File: config.mk
export PLATFORM = sky130hd
export DESIGN_NAME = synctimer_top
export DESIGN_NICKNAME = d
export VERILOG_FILES = /design/src/synctimer_pkg.sv /design/src/etherneco_pkg.sv /design/src/byte_stream_if.sv /design/src/synctimer_timer.sv /design/src/synctimer_master.sv /design/src/byte_stream_fifo.sv /design/src/synctimer_slave.sv /design/src/synctimer_top.sv
export SDC_FILE = /design/constraint.sdc
export NUM_CORES = 1
export LEC_CHECK = 0
export BUFFER_PORTS_ARGS = -buffer_cell sky130_fd_sc_hd__buf_2
export CORE_UTILIZATION = 35
export CTS_CLUSTER_DIAMETER = 40
export CTS_CLUSTER_SIZE = 28
export DETAILED_ROUTE_END_ITERATION = 10
export SLEW_MARGIN = 15
export SYNTH_ARGS = -nofsm -noshare
export SYNTH_HDL_FRONTEND = slang
export SYNTH_SLANG_ARGS = --single-unit
File: constraint.sdc
create_clock -name clk -period 10.68 [get_ports clk]
set_clock_uncertainty 0.1 [all_clocks]
set_input_delay 0.534 -clock clk [delete_from_list [all_inputs] [get_ports clk]]
set_output_delay 0.534 -clock clk [all_outputs]
set_load 0.1 [all_outputs]
File: src/synctimer_pkg.sv
`default_nettype none

package synctimer_pkg;

    localparam int timer_width = 64;

    typedef logic [timer_width-1:0] time_t;  // ns units

    // clock period 10/3 ns
    localparam int step_num = 10;
    localparam int step_den = 3;

    localparam int step_int  = step_num / step_den;
    localparam int step_frac = step_num % step_den;

    // remainder accumulator holds 0 .. step_den-1
    localparam int frac_width = $clog2(step_den);

    typedef logic [frac_width-1:0] frac_t;
    typedef logic [frac_width:0]   frac_sum_t;  // one carry bit above frac_t

endpackage

`default_nettype wire

File: src/etherneco_pkg.sv
`default_nettype none

package etherneco_pkg;

    typedef logic [7:0]  byte_t;
    typedef logic [15:0] offset_t;

    localparam byte_t node_id      = 8'h01;
    localparam byte_t cmd_override = 8'h10;  // load slave time
    localparam byte_t cmd_sync     = 8'h11;  // one unit nudge

    localparam offset_t sync_offset = 16'd16;  // link delay compensation

    // id, cmd, time, offset
    localparam int time_bytes = 8;
    localparam int packet_len = 2 + time_bytes + 2;

    localparam int fifo_depth = 16;

    typedef logic [$clog2(packet_len)-1:0] byte_cnt_t;
    typedef logic [$clog2(fifo_depth)-1:0] fifo_ptr_t;
    typedef logic [$clog2(fifo_depth):0]   fifo_cnt_t;

endpackage

`default_nettype wire

File: src/byte_stream_if.sv
`timescale 1ns/1ps
`default_nettype none

interface byte_stream_if;

    etherneco_pkg::byte_t data;
    logic                 last;   // final byte of a packet
    logic                 valid;
    logic                 ready;

    modport source (
        output data, last, valid,
        input  ready
    );

    modport sink (
        input  data, last, valid,
        output ready
    );

endinterface

`default_nettype wire

File: src/synctimer_timer.sv
`timescale 1ns/1ps
`default_nettype none

module synctimer_timer (
    input  logic                 clk,
    input  logic                 reset,
    input  synctimer_pkg::time_t set_time,
    input  logic                 set_valid,
    input  logic                 adjust_sign,   // high means minus
    input  logic                 adjust_valid,
    output logic                 adjust_ready,
    output synctimer_pkg::time_t current_time
);

    synctimer_pkg::frac_t     acc;
    synctimer_pkg::frac_sum_t acc_sum;
    synctimer_pkg::time_t     step;
    logic                     wrap;
    logic                     adj_pending;
    logic                     adj_minus;

    always_comb begin
        acc_sum = {1'b0, acc} + synctimer_pkg::frac_sum_t'(synctimer_pkg::step_frac);
        wrap    = acc_sum >= synctimer_pkg::frac_sum_t'(synctimer_pkg::step_den);
        step    = synctimer_pkg::time_t'(synctimer_pkg::step_int) + synctimer_pkg::time_t'(wrap);
        if (adj_pending) begin
            step = adj_minus ? step - 1'b1 : step + 1'b1;  // single unit correction
        end
    end

    assign adjust_ready = !adj_pending;

    always_ff @(posedge clk) begin
        if (reset) begin
            current_time <= '0;
            acc          <= '0;
            adj_pending  <= 1'b0;
            adj_minus    <= 1'b0;
        end else begin
            acc <= synctimer_pkg::frac_t'(wrap ?
                acc_sum - synctimer_pkg::frac_sum_t'(synctimer_pkg::step_den) : acc_sum);

            if (set_valid) begin
                current_time <= set_time;
            end else begin
                current_time <= current_time + step;
            end

            // pending adjust is consumed by the following step
            if (adjust_valid && adjust_ready) begin
                adj_pending <= 1'b1;
                adj_minus   <= adjust_sign;
            end else begin
                adj_pending <= 1'b0;
            end
        end
    end

    // caller must not load and adjust in the same cycle
    a_no_set_and_adjust: assert property (@(posedge clk) disable iff (reset)
        !(set_valid && adjust_valid));

endmodule

`default_nettype wire

File: src/synctimer_master.sv
`timescale 1ns/1ps
`default_nettype none

module synctimer_master (
    input  logic                 clk,
    input  logic                 reset,
    input  logic                 sync_start,
    input  logic                 sync_override,
    output logic                 busy,
    output synctimer_pkg::time_t current_time,
    byte_stream_if.source        tx
);

    etherneco_pkg::byte_t [etherneco_pkg::packet_len-1:0] data_sr;
    logic [etherneco_pkg::packet_len-1:0]                 last_sr;
    logic                                                 valid_q;
    logic                                                 start;

    assign start = sync_start && !valid_q;  // ignored while a packet is out

    always_ff @(posedge clk) begin
        if (reset) begin
            valid_q <= 1'b0;
        end else if (start) begin
            valid_q <= 1'b1;
        end else if (valid_q && tx.ready && tx.last) begin
            valid_q <= 1'b0;
        end
    end

    always_ff @(posedge clk) begin
        if (start) begin
            data_sr[0] <= etherneco_pkg::node_id;
            data_sr[1] <= sync_override ? etherneco_pkg::cmd_override : etherneco_pkg::cmd_sync;
            data_sr[etherneco_pkg::time_bytes+1:2] <= current_time;  // lsb first on the wire
            data_sr[etherneco_pkg::packet_len-1:etherneco_pkg::time_bytes+2] <=
                etherneco_pkg::sync_offset;
            last_sr <= {1'b1, {(etherneco_pkg::packet_len-1){1'b0}}};
        end else if (valid_q && tx.ready) begin
            data_sr <= data_sr >> 8;
            last_sr <= last_sr >> 1;
        end
    end

    assign tx.valid = valid_q;
    assign tx.data  = data_sr[0];
    assign tx.last  = last_sr[0];
    assign busy     = valid_q;

    // free running, never loaded or adjusted
    synctimer_timer u_timer (
        .clk          (clk),
        .reset        (reset),
        .set_time     ('0),
        .set_valid    (1'b0),
        .adjust_sign  (1'b0),
        .adjust_valid (1'b0),
        .adjust_ready (),
        .current_time (current_time)
    );

    // stream held while the link stalls
    a_hold_stable: assert property (@(posedge clk) disable iff (reset)
        tx.valid && !tx.ready |=> tx.valid && $stable(tx.data) && $stable(tx.last));

endmodule

`default_nettype wire

File: src/byte_stream_fifo.sv
`timescale 1ns/1ps
`default_nettype none

module byte_stream_fifo (
    input  logic        clk,
    input  logic        reset,
    byte_stream_if.sink   wr,
    byte_stream_if.source rd
);

    etherneco_pkg::byte_t      mem_data [etherneco_pkg::fifo_depth];
    logic                      mem_last [etherneco_pkg::fifo_depth];
    etherneco_pkg::fifo_ptr_t  wr_ptr;
    etherneco_pkg::fifo_ptr_t  rd_ptr;
    etherneco_pkg::fifo_cnt_t  count;
    logic                      full;
    logic                      empty;
    logic                      push;
    logic                      pop;
    logic                      out_valid;
    etherneco_pkg::byte_t      out_data;
    logic                      out_last;

    assign full  = count == etherneco_pkg::fifo_cnt_t'(etherneco_pkg::fifo_depth);
    assign empty = count == '0;
    assign push  = wr.valid && !full;
    assign pop   = !empty && (!out_valid || rd.ready);  // refill output stage

    assign wr.ready = !full;
    assign rd.valid = out_valid;
    assign rd.data  = out_data;
    assign rd.last  = out_last;

    always_ff @(posedge clk) begin
        if (push) begin
            mem_data[wr_ptr] <= wr.data;
            mem_last[wr_ptr] <= wr.last;
        end
        if (pop) begin
            out_data <= mem_data[rd_ptr];
            out_last <= mem_last[rd_ptr];
        end
    end

    always_ff @(posedge clk) begin
        if (reset) begin
            wr_ptr    <= '0;
            rd_ptr    <= '0;
            count     <= '0;
            out_valid <= 1'b0;
        end else begin
            if (push) begin
                wr_ptr <= wr_ptr + 1'b1;
            end
            if (pop) begin
                rd_ptr <= rd_ptr + 1'b1;
            end
            count <= count + etherneco_pkg::fifo_cnt_t'(push) - etherneco_pkg::fifo_cnt_t'(pop);

            if (pop) begin
                out_valid <= 1'b1;
            end else if (rd.ready) begin
                out_valid <= 1'b0;
            end
        end
    end

    // full with nothing leaving must stay full, so no write slipped in
    a_no_write_full: assert property (@(posedge clk) disable iff (reset)
        full && !pop |=> full);

    // empty with nothing arriving must stay empty
    a_no_read_empty: assert property (@(posedge clk) disable iff (reset)
        empty && !push |=> empty);

endmodule

`default_nettype wire

File: src/synctimer_slave.sv
`timescale 1ns/1ps
`default_nettype none

module synctimer_slave (
    input  logic                 clk,
    input  logic                 reset,
    input  logic                 hold,
    byte_stream_if.sink          rx,
    output synctimer_pkg::time_t current_time,
    output logic                 sync_done
);

    typedef enum logic [1:0] {st_idle, st_header, st_payload, st_drop} state_t;

    state_t                                                 state;
    etherneco_pkg::byte_cnt_t                               cnt;
    logic                                                   is_override;
    etherneco_pkg::byte_t [etherneco_pkg::time_bytes+1:0]   pay_sr;
    etherneco_pkg::byte_t [etherneco_pkg::time_bytes+1:0]   pay_next;
    synctimer_pkg::time_t                                   rx_time;
    etherneco_pkg::offset_t                                 rx_offset;
    synctimer_pkg::time_t                                   target;
    logic                                                   accept;
    logic                                                   pkt_end;
    logic                                                   set_valid;
    logic                                                   adjust_valid;
    logic                                                   adjust_sign;
    logic                                                   adjust_ready;

    assign rx.ready = !hold;
    assign accept   = rx.valid && rx.ready;

    // payload with the incoming byte already shifted in
    assign pay_next  = {rx.data, pay_sr[etherneco_pkg::time_bytes+1:1]};
    assign rx_time   = pay_next[etherneco_pkg::time_bytes-1:0];
    assign rx_offset = pay_next[etherneco_pkg::time_bytes+1:etherneco_pkg::time_bytes];
    assign target    = rx_time + synctimer_pkg::time_t'(rx_offset);

    assign pkt_end      = accept && rx.last && state == st_payload;
    assign set_valid    = pkt_end && is_override;
    assign adjust_valid = pkt_end && !is_override && adjust_ready && target != current_time;
    assign adjust_sign  = target < current_time;  // slave ahead, slow down

    always_ff @(posedge clk) begin
        if (reset) begin
            state     <= st_idle;
            cnt       <= '0;
            sync_done <= 1'b0;
        end else begin
            sync_done <= pkt_end;
            if (accept) begin
                cnt <= rx.last ? '0 : cnt + 1'b1;
                case (state)
                    st_idle: begin
                        state <= (rx.data == etherneco_pkg::node_id) ? st_header : st_drop;
                    end
                    st_header: begin
                        state <= (rx.data == etherneco_pkg::cmd_override ||
                                  rx.data == etherneco_pkg::cmd_sync) ? st_payload : st_drop;
                    end
                    default: begin
                        if (rx.last) begin
                            state <= st_idle;
                        end
                    end
                endcase
            end
        end
    end

    always_ff @(posedge clk) begin
        if (accept && state == st_header) begin
            is_override <= rx.data == etherneco_pkg::cmd_override;
        end
        if (accept && state == st_payload) begin
            pay_sr <= pay_next;
        end
    end

    synctimer_timer u_timer (
        .clk          (clk),
        .reset        (reset),
        .set_time     (target),
        .set_valid    (set_valid),
        .adjust_sign  (adjust_sign),
        .adjust_valid (adjust_valid),
        .adjust_ready (adjust_ready),
        .current_time (current_time)
    );

    // framing from the master survives the FIFO
    a_last_position: assert property (@(posedge clk) disable iff (reset)
        accept && rx.last |-> cnt == etherneco_pkg::byte_cnt_t'(etherneco_pkg::packet_len - 1));

endmodule

`default_nettype wire

File: src/synctimer_top.sv
`timescale 1ns/1ps
`default_nettype none

module synctimer_top (
    input  logic                 clk,
    input  logic                 reset,
    input  logic                 sync_start,
    input  logic                 sync_override,
    input  logic                 rx_hold,
    output logic                 sync_busy,
    output logic                 sync_done,
    output synctimer_pkg::time_t master_time,
    output synctimer_pkg::time_t slave_time
);

    byte_stream_if link_tx ();  // master to fifo
    byte_stream_if link_rx ();  // fifo to slave

    synctimer_master u_master (
        .clk           (clk),
        .reset         (reset),
        .sync_start    (sync_start),
        .sync_override (sync_override),
        .busy          (sync_busy),
        .current_time  (master_time),
        .tx            (link_tx)
    );

    byte_stream_fifo u_fifo (
        .clk   (clk),
        .reset (reset),
        .wr    (link_tx),
        .rd    (link_rx)
    );

    synctimer_slave u_slave (
        .clk          (clk),
        .reset        (reset),
        .hold         (rx_hold),
        .rx           (link_rx),
        .current_time (slave_time),
        .sync_done    (sync_done)
    );

endmodule

`default_nettype wire

# Word level (Yosys, flattened, before mapping)
# Memories as Yosys holds them, arrays and structs flattened. A register that Yosys moved wholly into a read port is not among the register bits.
# Index checks and enable logic that the tools add are counted.
# totals
regBits	318
out_inout_bits	130
input_bits	5
ramBits	144
mem_count	2
elab_cells	111
# op_classes
magnitude_cmp	3
eq_ne	8
muxes	19
add_sub_neg	15
n_reduce_logical	29
# mem_list
memory	words	width	read_ports	rd_ports_with_merged_regs	wr	line	rtl
u_fifo.mem_data	16	8	1	1	1	byte_stream_fifo.sv:11	etherneco_pkg::byte_t mem_data [etherneco_pkg::fifo_depth];
u_fifo.mem_last	16	1	1	1	1	byte_stream_fifo.sv:12	logic mem_last [etherneco_pkg::fifo_depth];
# op_table
operator	n
two-way mux 64 bit	3
two-way mux 80 bit	2
adder 64 x 16 -> 64 bit	1
adder 64 x 3 -> 64 bit	1
adder 64 bit	1
< comparator 64 bit	1
!= test 64 bit	1
equality test 8 x 5 -> 1 bit (second input constant)	2
logical AND 1 bit	14
two-way mux 1 bit	9
adder 4 x 1 -> 4 bit (second input constant)	2
equality test 8 x 1 -> 1 bit (second input constant)	1
two-way mux 2 bit	4
logical NOT 1 bit	7
adder 2 x 1 -> 3 bit (first input constant)	2
adder 2 x 1 -> 3 bit (second input constant)	2
greater-or-equal comparator 3 x 2 -> 1 bit (second input constant)	2
adder 5 x 1 -> 5 bit	1
equality test 5 bit (second input constant)	1
logical NOT 5 bit	1
subtractor 5 x 1 -> 5 bit	1
adder 3 x 1 -> 4 bit (second input constant)	1
case mux 2 bit (2 select lines)	1
nonzero test 2 bit	2
other kinds (9)	11

# Longest topological paths before layout
# depth
depth_word	9
mapped_depth	18
ltp_nobuf	17

# By module
# From an unflattened synthesis, not the netlist that was laid out.
# hier_totals
cells_unflattened	2300
area_unflattened_um2	25081.6
# modules_own_cells
mod	area_per_inst_um2	seq_area_each_um2	n_inst	cells_each
synctimer_timer	4190.3	1361.3	2	510
byte_stream_fifo	6621.4	4874.7	1	336
synctimer_slave	5945.7	2252.2	1	604
synctimer_master	4134.0	2582.5	1	340

# Worst setup path after synthesis
# OpenSTA, ideal clock, no wires.
# synth_timing
path_kind	input to register
startpoint	input rx_hold
endpoint	register u_slave.pay_sr (netlist bit u_slave.pay_next[0]) (enable)
setup_ns	0.591
setup_slack_ns	4.414
arrival_time_ns	5.575
required_ns	9.989
path_stages	2
n_path_buf	0
path_cell_list	nand2b_1 > nor3_1
# synth_via
elab_chain_len	3
# synth_rtl
item	line	rtl
from (decl)	synctimer_top.sv:9	input logic rx_hold,
logical NOT 1 bit	synctimer_slave.sv:30	assign rx.ready = !hold;
logical AND 1 bit	synctimer_slave.sv:31	assign accept = rx.valid && rx.ready;
logical AND 1 bit	synctimer_slave.sv:75	if (accept && state == st_payload) begin
to (signal assigned)	synctimer_slave.sv:76	pay_sr <= pay_next;
to (decl)	synctimer_slave.sv:18	etherneco_pkg::byte_t [etherneco_pkg::time_bytes+1:0] pay_sr;
# Every way passes these cells.
# A chain may end at the register's enable or synchronous reset.

# Worst setup path in the final report
# layout_timing
startpoint	register u_fifo.out_data[0], in the netlist u_fifo.rd.data[0], read port of u_fifo.mem_data
endpoint	register u_slave.u_timer.adj_minus
# layout_via
elab_chain_len	4
# layout_rtl
item	line	rtl
from (decl)	byte_stream_fifo.sv:21	etherneco_pkg::byte_t out_data;
adder 64 x 16 -> 64 bit *	synctimer_slave.sv:37	assign target = rx_time + synctimer_pkg::time_t'(rx_offset);
branches (longest 3 deep; another with < comparator 64 bit)	-	
to (signal assigned)	synctimer_timer.sv:52	adj_minus <= adjust_sign;
to (decl)	synctimer_timer.sv:20	logic adj_minus;
# Mark *: on every way between the ends.

==> flow_results.org <==
** Drt
- Met3 routed WL :: 3.21 mm
- The highest metal layer carrying signal wires in the routed design is met4.
- First-pass DRT Iterations :: 5
- Violation count after the first detailed-route iteration :: 1307
- The count of nets left with antenna violations once routing finished came out at 0.
- Summed over all nets, wire length on met2 after detailed routing comes to 26.4 mm.
- For this run, design rule violations remaining after detail routing come to 0.
- Dividing the detail-routed wire length by the instance count gives 19.1 um.
- Routed via count divided by cell count :: 5.26
- The final layout contains routed wiring with a total length of 56.9 mm.
- Total number of vias :: 15700
- Wire length the detailed router placed on met1 :: 25.2 mm

** STA
- The number of failing hold endpoints at the final stage was 0.
- Ratio of final minimum period to clock period :: 43.9%
- The number of pins exceeding their max-slew limit in the final report came to 0.
- Slew at the pin with the worst max-slew slack :: 1.20 ns
- Setup violations remaining at the end of the flow were counted as 0.
- In this run the tightest slew margin relative to its limit is 19.6%.
- Setup TNS :: 0 ns
- The smallest clock period supported by the final layout is computed as 4.69 ns.
- Setup repair after global routing left no endpoint under its margin.
- For this run, the top clock speed supported by timing is 213 MHz.

** Floorplan
- The die is 254 um wide.
- The initial utilization of the core area, before any placement, comes to 35.3%.
- Height of the die :: 254 um
- The region available for standard cell placement spans 63000 um2.
- The die covers 64500 um2.
- Boundary pin count :: 135
- Row cnt :: 92

** Power
- In this run the static leakage power is 9.49 nW.
- Across the VDD grid, the largest voltage drop is 0.157 mV.
- Cell Pwr Density :: 217 nW/um2

** Clock network
- Number of resized instances in the post-cts repair step :: 0
- In this run the number of H-tree levels came out at 3.
- Clock-pin slew reported for the worst setup and hold paths after clock tree synthesis :: 0.07 ns
- Number of buffers created by CTS :: 70
- Clock tree synthesis found a total of 470 sinks.
- The tree is rooted in a sky130_fd_sc_hd__clkbuf_16.
- Count of buffers added by post-CTS timing repair for setup :: 0
- Quantity of hold-fixing buffers added after cts :: 0
- No sink is reached through more buffers than the 3 on the longest clock path.
- Clk Latency, worst-skew pair :: 0.62 ns
- Clock tree from TritonCTS :: yes

** Cells and area
- # nets final :: 2188
- The area growth from synthesis to layout is 18.3%.
- Ant diodes :: 0
- Filler Cell Count :: 5927
- Share of post-route cells with drive strength above 1 :: 16.4%
- In the layout the commonest cells are sky130_fd_sc_hd__edfxtp_1 (298), sky130_fd_sc_hd__dfxtp_1 (171), sky130_fd_sc_hd__nor2_1 (152), sky130_fd_sc_hd__nand2_1 (152), sky130_fd_sc_hd__buf_2 (133).
- The finished layout holds 2986 standard cells, fillers aside.
- Most frequent standard cell in the layout excluding fill and tap cells :: sky130_fd_sc_hd__edfxtp_1

** Synth
- Share of Yosys cell area claimed by the top area cell type :: 40.3%
- Cell taking the most area after synthesis :: sky130_fd_sc_hd__edfxtp_1
- Yosys attributes the largest share of cell area to sky130_fd_sc_hd__edfxtp_1 (40%), sky130_fd_sc_hd__dfxtp_1 (15%), sky130_fd_sc_hd__ha_1 (5.4%).
- The number of different library cells used by synthesis comes to 58.
- Netlist area before placement :: 22200 um2
- Ys flop type :: sky130_fd_sc_hd__edfxtp_1
- Synthesized netlist net count :: 2039
- Proportion of register bits with asynchronous set or reset after synthesis :: 0%
- Sequential cell area fraction in the yosys report :: 55.8%
- Cell count after synthesis :: 1935
- During synthesis, Yosys emitted a total of 0 warnings.
- Dividing the synthesized area by the synthesized cell count gives 11.5 um2.
- Number of flip-flops and latches in the synthesized netlist :: 470
- Yosys mapped a number of flops with a built-in enable equal to 298.

** Place
- Final RePlAce weighted congestion :: 0.893
- The number of placed instances, taps included, is 2858.
- HPWL after detailed placement :: 39.1 mm
- In this run the tool buffered the top-level ports with 134 buffer cells.

** Setup path
- Worst stage delay on the critical path :: 0.58 ns
- On the critical path, the stage with the largest delay is an instance of sky130_fd_sc_hd__or4_1.
- At the worst endpoint, the required time is 11.08 ns.
- Data on the critical path arrives at its endpoint at 5.09 ns.
- STA classifies the critical path startpoint as a register.
- Traced cell by cell, the critical path runs through ha_1, nand3_1, nor4_2, a32o_1, a21oi_1, buf_4, or4_1, xor2_1, inv_1, ha_1, nand4_1, or4_1, nor3_1, nand4_1, o21ai_0, nand3_1, o31ai_1.
- Of all nets on the critical path, the largest fanout is 13.
- STA classifies the critical path endpoint as a register.
- Category of the most critical setup path :: reg2reg

** Global routing
- The number of antenna violations at the first check in global routing came to 0.
- Via count of the first global-routing pass :: 15500
- The first global-routing pass estimated 88.2 mm of wire.
- Aggregate global-route resource usage :: 17.6%
- For this run the aggregate overflow at the end of global routing stands at 0.
- Pin count of the biggest net entering global routing :: 99

** Worst hold path
- Hold Path Class :: in2reg

** Run
- Across the run, the number of max-cap violations was 0.

** Outcome
- Run status :: complete, no violations
## stage by stage
| stage | hold slack, ns | area (um2) | total power, mW | worst slack, ns | utilization [%] |
|---|---|---|---|---|---|
| CTS | 0.0992 | 26300 | 5.77 | 5.98 | 41.7 |
| floorplan | 0.318 | 22200 | 3.08 | 4.41 | - |
| finish | 0.125 | 26300 | 5.71 | 5.99 | 41.7 |
| global route | 0.126 | 26300 | 5.97 | 5.58 | 41.7 |
| global placement | 0.331 | 23900 | 3.39 | 6.03 | 37.9 |
| detailed placement | 0.338 | 23900 | 3.41 | 5.98 | 37.9 |
## path summary, 6_finish.rpt
check,from,to,slack (ns),depth (start not counted)
setup / recovery,u_fifo.rd.data[0],u_slave.u_timer.adj_minus,5.99,17
hold / removal,sync_start,u_master.busy,0.13,3
setup reg to reg,u_fifo.rd.data[0],u_slave.u_timer.adj_minus,5.99,17
hold reg to reg,u_master.data_sr[8],u_master.tx.data[0],0.34,2
## cell usage after synthesis, types with 7 or more instances
master and n:
sky130_fd_sc_hd__and2_1 17, sky130_fd_sc_hd__nand4_1 65, sky130_fd_sc_hd__nor4_1 18, sky130_fd_sc_hd__xor2_1 60, sky130_fd_sc_hd__o21ai_0 66, sky130_fd_sc_hd__dfxtp_1 172
sky130_fd_sc_hd__nand3_1 75, sky130_fd_sc_hd__a21oi_1 95, sky130_fd_sc_hd__mux4_2 45, sky130_fd_sc_hd__nand2_1 153, sky130_fd_sc_hd__nor2_1 153, sky130_fd_sc_hd__xnor2_1 111
sky130_fd_sc_hd__and4_1 13, sky130_fd_sc_hd__inv_1 105, sky130_fd_sc_hd__o211a_1 7, sky130_fd_sc_hd__buf_1 8, sky130_fd_sc_hd__o31ai_1 7, sky130_fd_sc_hd__nor3_1 47
sky130_fd_sc_hd__nor2b_1 9, sky130_fd_sc_hd__clkbuf_1 66, sky130_fd_sc_hd__and3_1 38, sky130_fd_sc_hd__o21a_1 36, sky130_fd_sc_hd__a211oi_1 21, sky130_fd_sc_hd__a21o_1 8
sky130_fd_sc_hd__a22o_1 52, sky130_fd_sc_hd__or3_1 22, sky130_fd_sc_hd__edfxtp_1 298, sky130_fd_sc_hd__ha_1 96
## metal layers
layer | vias up | track usage [%]
li1 | 7440 | -
met1 | 7694 | 23.5
met2 | 462 | 27.7
met3 | 118 | 3.94
met4 | 0 | 7.31
met5 | - | 0
## state kept, by name, summed over array words and instances (netlist names), 2 cells and up
register                       cells
u_fifo.rd.data                     8
u_fifo.count                       5
u_fifo.wr_ptr                      4
u_slave.u_timer.current_time      64
u_slave.pay_next                  72
u_master.tx.data                   8
u_slave.state                      2
u_master.u_timer.acc               2
u_fifo.mem_last                   16
u_master.last_sr                  12
u_fifo.rd_ptr                      4
u_fifo.mem_data                  128
u_master.data_sr                  72
u_slave.u_timer.acc                2
u_master.u_timer.current_time     64
## cells by family after synthesis
kind of cell / count (synthesis) / synth area share (%)
xor gates and xnor gates: 171 / 6.74
muxes: 47 / 4.65
and+or+nand+nor: 634 / 14.2
adders and majority gates: 99 / 5.67
buffers and inverters: 182 / 3.10
AOI/OAI and AO/OA: 332 / 9.93
DFF: 470 / 55.8
## worst max-delay path, delay by kind of cell (launching register included)
kind	cells	cell delay, ns
compound gates	4	0.62
simple gates	8	2.27
flops	1	0.44
xor+xnor	1	0.18
buf+inv	2	0.27
fa+ha+maj	2	0.71
## final cells by class
type | count | area (um2) | share of cell area (%)
clock inverter | 49 | 552 | 2.10
tap | 846 | 1060 | 4.03
inverter | 106 | 398 | 1.51
clock buffer | 79 | 1860 | 7.07
timing repair buffer | 153 | 816 | 3.10
sequential | 470 | 12400 | 47.1
multi-input combinational | 1283 | 9210 | 35.0
## power breakdown
part           leakage, nW  internal (mW)  switching [mW]  total, mW
sequential            4.21           2.13           0.124       2.25
combinational         4.10          0.411           0.703       1.11
clock                 1.18           1.44           0.911       2.35
(Power assumes the default switching activity.)
